===== config.mk =====
export PLATFORM = sky130hd
export DESIGN_NAME = vbank_1r1w_top
export DESIGN_NICKNAME = d
export VERILOG_FILES = /design/src/common/vbank_pkg.sv /design/src/rtl/rd_select.sv /design/src/rtl/sp_bank.sv /design/src/rtl/vbank_1r1w_top.sv /design/src/vbank_map/vbank_map.sv
export VERILOG_INCLUDE_DIRS = /design/src /design/src/common
export SDC_FILE = /design/constraint.sdc
export NUM_CORES = 2
export LEC_CHECK = 0
export BUFFER_PORTS_ARGS = -buffer_cell sky130_fd_sc_hd__buf_2
export CAP_MARGIN = 20
export CORE_UTILIZATION = 46
export DETAILED_ROUTE_END_ITERATION = 10
export PLACE_DENSITY = 0.59
export SLEW_MARGIN = 20
export SYNTH_ARGS = -nofsm -noshare
export SYNTH_HDL_FRONTEND = slang
export SYNTH_SLANG_ARGS = --single-unit

===== constraint.sdc =====
create_clock -name clk -period 6.3 [get_ports clk]
set_clock_uncertainty 0.05 [all_clocks]
set_input_delay 1.26 -clock clk [delete_from_list [all_inputs] [get_ports clk]]
set_output_delay 1.26 -clock clk [all_outputs]
set_load 0.01 [all_outputs]

===== src/common/vbank_config.svh =====
`ifndef VBANK_CONFIG_SVH
`define VBANK_CONFIG_SVH

// Sizes of the 1R1W virtual-bank memory.
// A logical address is {vbnk, row}; a physical address is {pbnk, row}.

`define VB_WIDTH      16   // Data bits per word

`define VB_NUM_VBNK   4    // Virtual banks
`define VB_BIT_VBNK   2

`define VB_NUM_PBNK   5    // Physical banks, one spare
`define VB_BIT_PBNK   3

`define VB_NUM_ROWS   16   // Rows per bank
`define VB_BIT_ROWS   4

`define VB_INIT_FREE  4    // Spare bank of each row after init

`endif


===== src/common/vbank_pkg.sv =====
`include "vbank_config.svh"

package vbank_pkg;

  typedef logic [`VB_WIDTH-1:0]    word_t;
  typedef logic [`VB_BIT_VBNK-1:0] vbnk_t;
  typedef logic [`VB_BIT_PBNK-1:0] pbnk_t;
  typedef logic [`VB_BIT_ROWS-1:0] row_t;

  // Logical address, virtual bank in the upper bits
  typedef struct packed {
    vbnk_t vbnk;
    row_t  row;
  } vaddr_t;

  // Physical address returned with each read
  typedef struct packed {
    pbnk_t pbnk;
    row_t  row;
  } padr_t;

  // One row of the map table, indexed by virtual bank
  typedef pbnk_t [`VB_NUM_VBNK-1:0] map_row_t;

endpackage


===== src/rtl/rd_select.sv =====
`include "vbank_config.svh"

module rd_select (
  input  logic             clk,
  input  logic             reset,
  input  logic             bank_read,
  input  vbank_pkg::pbnk_t rd_pbnk,
  input  vbank_pkg::row_t  rd_row,
  input  vbank_pkg::word_t bank_dout [`VB_NUM_PBNK],
  output logic             rd_vld,
  output vbank_pkg::word_t rd_dout,
  output vbank_pkg::padr_t rd_padr
);

  import vbank_pkg::*;

  pbnk_t sel_pbnk;   // Bank serving the read in flight
  row_t  sel_row;

  always_ff @(posedge clk) begin
    if (reset) begin
      rd_vld <= 1'b0;
    end else begin
      rd_vld <= bank_read;
    end
  end

  always_ff @(posedge clk) begin
    if (bank_read) begin
      sel_pbnk <= rd_pbnk;
      sel_row  <= rd_row;
    end
  end

  // Bank output mux, valid in the return cycle
  always_comb begin
    rd_dout = '0;
    for (int b = 0; b < `VB_NUM_PBNK; b++) begin
      if (sel_pbnk == pbnk_t'(b)) begin
        rd_dout = bank_dout[b];
      end
    end
  end

  assign rd_padr = {sel_pbnk, sel_row};

endmodule


===== src/rtl/sp_bank.sv =====
`include "vbank_config.svh"

module sp_bank (
  input  logic             clk,
  input  logic             read,
  input  logic             write,
  input  vbank_pkg::row_t  addr,
  input  vbank_pkg::word_t din,
  output vbank_pkg::word_t dout
);

  import vbank_pkg::*;

  word_t mem [`VB_NUM_ROWS];

  // Single port, one access per cycle
  always_ff @(posedge clk) begin
    if (write) begin
      mem[addr] <= din;
    end else if (read) begin
      dout <= mem[addr];   // Registered read
    end
  end

endmodule


===== src/rtl/vbank_1r1w_top.sv =====
`include "vbank_config.svh"

module vbank_1r1w_top (
  input  logic              clk,
  input  logic              reset,
  input  logic              read,
  input  logic              write,
  input  vbank_pkg::vaddr_t rd_addr,
  input  vbank_pkg::vaddr_t wr_addr,
  input  vbank_pkg::word_t  din,
  output logic              ready,
  output logic              rd_vld,
  output vbank_pkg::word_t  rd_dout,
  output vbank_pkg::padr_t  rd_padr
);

  import vbank_pkg::*;

  logic  bank_read;
  logic  bank_write;
  pbnk_t rd_pbnk;
  pbnk_t wr_pbnk;
  row_t  rd_row;
  row_t  wr_row;
  word_t wr_data;
  word_t bank_dout [`VB_NUM_PBNK];

  vbank_map u_vbank_map (
    .clk        (clk),
    .reset      (reset),
    .read       (read),
    .write      (write),
    .rd_addr    (rd_addr),
    .wr_addr    (wr_addr),
    .din        (din),
    .ready      (ready),
    .bank_read  (bank_read),
    .bank_write (bank_write),
    .rd_pbnk    (rd_pbnk),
    .wr_pbnk    (wr_pbnk),
    .rd_row     (rd_row),
    .wr_row     (wr_row),
    .wr_data    (wr_data)
  );

  // Per-bank decode. The map never sends the read and the write to one bank,
  // so each bank sees at most one of the two enables.
  genvar b;
  generate
    for (b = 0; b < `VB_NUM_PBNK; b++) begin : g_bank
      logic rd_en;
      logic wr_en;
      row_t row;

      assign rd_en = bank_read && (rd_pbnk == pbnk_t'(b));
      assign wr_en = bank_write && (wr_pbnk == pbnk_t'(b));
      assign row   = wr_en ? wr_row : rd_row;   // Write row when this bank takes the write

      sp_bank u_sp_bank (
        .clk   (clk),
        .read  (rd_en),
        .write (wr_en),
        .addr  (row),
        .din   (wr_data),
        .dout  (bank_dout[b])
      );
    end
  endgenerate

  rd_select u_rd_select (
    .clk       (clk),
    .reset     (reset),
    .bank_read (bank_read),
    .rd_pbnk   (rd_pbnk),
    .rd_row    (rd_row),
    .bank_dout (bank_dout),
    .rd_vld    (rd_vld),
    .rd_dout   (rd_dout),
    .rd_padr   (rd_padr)
  );

endmodule


===== src/vbank_map/vbank_map.sv =====
`include "vbank_config.svh"

module vbank_map (
  input  logic              clk,
  input  logic              reset,
  input  logic              read,
  input  logic              write,
  input  vbank_pkg::vaddr_t rd_addr,
  input  vbank_pkg::vaddr_t wr_addr,
  input  vbank_pkg::word_t  din,
  output logic              ready,
  output logic              bank_read,
  output logic              bank_write,
  output vbank_pkg::pbnk_t  rd_pbnk,
  output vbank_pkg::pbnk_t  wr_pbnk,
  output vbank_pkg::row_t   rd_row,
  output vbank_pkg::row_t   wr_row,
  output vbank_pkg::word_t  wr_data
);

  import vbank_pkg::*;

  map_row_t map_tbl  [`VB_NUM_ROWS];   // Virtual to physical bank, per row
  pbnk_t    free_tbl [`VB_NUM_ROWS];   // Unused physical bank, per row

  row_t     init_row;
  logic     init_last;
  map_row_t ident_row;
  vbnk_t    rd_vbnk;
  vbnk_t    wr_vbnk;
  pbnk_t    wr_home;
  pbnk_t    wr_free;
  logic     conflict;

  assign rd_vbnk = rd_addr.vbnk;
  assign wr_vbnk = wr_addr.vbnk;
  assign rd_row  = rd_addr.row;
  assign wr_row  = wr_addr.row;

  // Identity mapping loaded by the sweep
  always_comb begin
    for (int v = 0; v < `VB_NUM_VBNK; v++) begin
      ident_row[v] = pbnk_t'(v);
    end
  end

  // Init sweep, one row per cycle
  assign init_last = (init_row == row_t'(`VB_NUM_ROWS - 1));

  always_ff @(posedge clk) begin
    if (reset) begin
      init_row <= '0;
      ready    <= 1'b0;
    end else if (!ready) begin
      init_row <= init_row + 1'b1;
      if (init_last) begin
        ready <= 1'b1;   // Last row written this cycle
      end
    end
  end

  // Steering
  assign rd_pbnk    = map_tbl[rd_row][rd_vbnk];
  assign wr_home    = map_tbl[wr_row][wr_vbnk];
  assign wr_free    = free_tbl[wr_row];
  assign bank_read  = ready && read;
  assign bank_write = ready && write;

  // Write would hit the bank the read is using
  assign conflict = bank_read && bank_write && (wr_home == rd_pbnk);

  assign wr_pbnk = conflict ? wr_free : wr_home;
  assign wr_data = din;

  // Table update. On a conflict the row's word moves to the spare bank and
  // the bank it left becomes the new spare.
  always_ff @(posedge clk) begin
    if (!reset && !ready) begin
      map_tbl[init_row]  <= ident_row;
      free_tbl[init_row] <= pbnk_t'(`VB_INIT_FREE);
    end else if (conflict) begin
      map_tbl[wr_row][wr_vbnk] <= wr_free;
      free_tbl[wr_row]         <= wr_home;
    end
  end

endmodule

==> metrics.cfg <==
[clocking]
cts_made_buffers = 173
htreeDepth = 4
clock_path_buffers = 3
ctsResizeCount = 0
cts_sinks = 1613
root_buffer = clkbuf_16
clkTransAtPathRegs_ns = 0.06
ctsHoldBuffers = 0
clk_latency_ns = 0.85
cts_setup_buffers = 0
tritoncts = done

[timing]
worst_slew_pin_slew_ns = 1.27
finalSetupViolCount = 0
max_slew_margin_pct = 14.6
whs_ns = 0.558
hold_violations = 0
rsz0062_at_grt = false
period_needed_ns = 5.64
period_share_pct = 89.5
fmax_mhz = 177
slew_viol_final = 0
final.setup.tns_ns = 0

[logic_synthesis]
synth_edf_count = 1607
synth_area_per_cell_um2 = 13.0
async_reset_ff_share_pct = 0
ys_ff_latch = 1613
syn_nets = 5846
postSynthCellCount = 5813
ys.flop_type = edfxtp_1
yosysWarnings = 0
synth.distinct_cells = 76
yosysSeqAreaShare_pct = 64.2
synthesis.area_um2 = 75300

[worst_setup_path]
path_max_fanout = 23
reg2reg_depth = 15
r2r-end = g_bank[4].u_sp_bank.dout[12]$_DFFE_PP_
cp.arrival_ns = 6.14
critPathKind = in2reg
endpoint_kind = register
r2r-start = u_vbank_map.map_tbl[7][3]$_DFFE_PP_
cp.required_ns = 6.80
r2r_slack_ns = 1.18
cp-start-kind = input pin

[route]
avgRoutedWirePerCell_um = 27.2
drc_errors = 0
first_iter_violations = 5749
num_vias = 50300
first_pass_iters = 7
routed_via_density = 6.06
ant_nets = 0
drt_wl_total_mm = 226

[floorplanning]
core_area_um2 = 163000
die_area_um2 = 165000
initial_utilization_pct = 46.3
die_x_um = 407
pin_count = 57
fp.dieH_um = 407
rows = 148

[grt]
antenna_found_initial = 9
grt_pass1_vias = 47900
grt_max_degree = 144
globalRouteOverflowTotal = 0
grt.total_usage_pct = 27.2
grt_pass1_wl_mm = 329

[placement]
place.gp.congestion = 0.876
hpwl_mm = 133
port_buffers = 56

[outcome]
status = completed

[run]
cap_violations = 0

[min_path]
worstHoldStart = u_vbank_map.init_row[3]$_SDFFE_PP0N_
hold_path_class = reg2reg
hold_depth = 2
hold_path_end = u_vbank_map.ready$_SDFF_PP0_

[layout]
utilization_pct = 52.8
final_layout_size_suffix_gt1_share_pct = 14.5
finalNetCount = 6013
multi_input_area_um2 = 25100
register_area_um2 = 48400
layout_commonest_cell = nand2_1
syn2layout_area_growth_pct = 14.0
n_fill_cell = 13600
layout_common_cells = nand2_1, edfxtp_1, mux2i_1

[pwr]
p_leak_uw = 0.0288
ir_drop_v = 0.000257
powerDensity_nw_per_um2 = 269

cell families (layout without fill, tap and decap cells):
kind of cell               Yosys count  count (layout)  share of synthesized area [%]
AOI/OAI and AO/OA                  812             812                           7.82
xor gates and xnor gates             5               5                         0.0681
adders and majority gates            1               1                         0.0166
buffers and inverters              482             786                           2.99
DFF                               1613            1613                           64.2
muxes                              939             939                           14.4
other                                0               5                              0
and+or+nand+nor                   1961            1961                           10.5
worst max-delay path by stage:
stage                    start                                     end  slack, ns  depth (start not counted)
floorplan           wr_addr[1]   g_bank[0].u_sp_bank.dout[0]$_DFFE_PP_       0.02                         14
global placement    rd_addr[0]  g_bank[4].u_sp_bank.dout[12]$_DFFE_PP_      -0.08                         16
detailed placement  rd_addr[0]  g_bank[4].u_sp_bank.dout[12]$_DFFE_PP_      -0.11                         16
CTS                 rd_addr[0]  g_bank[4].u_sp_bank.dout[12]$_DFFE_PP_       0.76                         16
global route        rd_addr[0]  g_bank[4].u_sp_bank.dout[12]$_DFFE_PP_       0.49                         18
finish              rd_addr[1]  g_bank[4].u_sp_bank.dout[12]$_DFFE_PP_       0.66                         17
flip-flops by register name, summed over array words and instances, names as in the netlist:
name	flops
u_rd_select.sel_row	4
u_vbank_map.init_row	4
g_bank.u_sp_bank.mem	1280
u_vbank_map.ready	1
g_bank.u_sp_bank.dout	80
u_rd_select.sel_pbnk	3
u_vbank_map.map_tbl	192
u_rd_select.rd_vld	1
u_vbank_map.free_tbl	48
report_power, final:
part	internal [uW]	leakage (uW)	total [uW]	switching [uW]
Sequential	11800	0.0149	11800	7.57
Combinational	412	0.0113	1380	965
Clock	5480	0.00264	9860	4380
routing by layer:
layer  share of wire (%)  vias up  GRT usage [%]
met5               0.013        -              0
li1                    -    22200              -
met3                 7.6      383           4.72
met2                  46     2129           42.3
met1                  42    25500           37.9
met4                 3.7        4           10.5
layout make-up:
class	count	share of cell area (%)
diodes	5	0.0146
clock buffers	219	5.25
inverters	34	0.149
clock inverters	93	1.12
multi-input cells	3718	29.3
flip-flops and latches	1613	56.4
repair buffers	440	4.65
well taps	2175	3.17
per-stage QoR:
| stage | total power, uW | instance area [um2] | setup WS (ns) | cells |
|---|---|---|---|---|
| final | 23000 | 85800 | 0.659 | 8297 |
| after floorplan | 12700 | 75300 | 0.0201 | 5813 |
| after global routing | 23700 | 85800 | 0.494 | 8294 |
| after CTS | 23200 | 85800 | 0.761 | 8292 |
| after detailed placement | 13400 | 80300 | -0.112 | 7980 |
| after global placement | 13400 | 80300 | -0.0813 | 7980 |
Yosys cell counts (4+ instances only):
master,count,area [um2]
a21oi_2,5,43.8
buf_6,22,248
a21boi_0,32,240
buf_1,16,60.1
nand2_1,1628,6110
edfxtp_1,1607,48300
nor3_1,53,265
nor2b_1,16,100
nor2_1,112,420
o21ai_1,5,25.0
and2_1,4,25.0
a2bb2oi_1,17,149
o22ai_1,4,25.0
mux2i_1,819,8200
a2111o_1,33,372
o41ai_1,144,1260
nand4_1,20,125
a222oi_1,32,320
mux4_2,111,2500
a21oi_1,41,205
buf_2,89,445
nand2b_1,9,56.3
and3_1,34,213
a22oi_1,102,766
nand3_1,8,40.0
a31oi_1,8,50.1
a41oi_1,48,420
o2111ai_1,49,429
inv_1,34,128
or2_2,4,25.0
clkbuf_1,279,1050
buf_4,40,300
o21ai_0,269,1350
dfxtp_1,6,120
nor4_1,52,325
critical path, cell delays in order:
cell       delay, ns
buf_4           0.30
buf_4           0.34
mux4_2          0.36
mux4_2          0.47
nor2_1          0.10
a21oi_1         0.06
a22oi_2         0.48
buf_4           0.26
nand3_1         0.08
o31ai_1         0.50
a22oi_2         0.19
buf_12          0.22
buf_12          0.20
buf_12          0.18
mux2i_1         0.13
nor4_1          0.74
o2111ai_1       0.16
(Power assumes the default switching activity.)
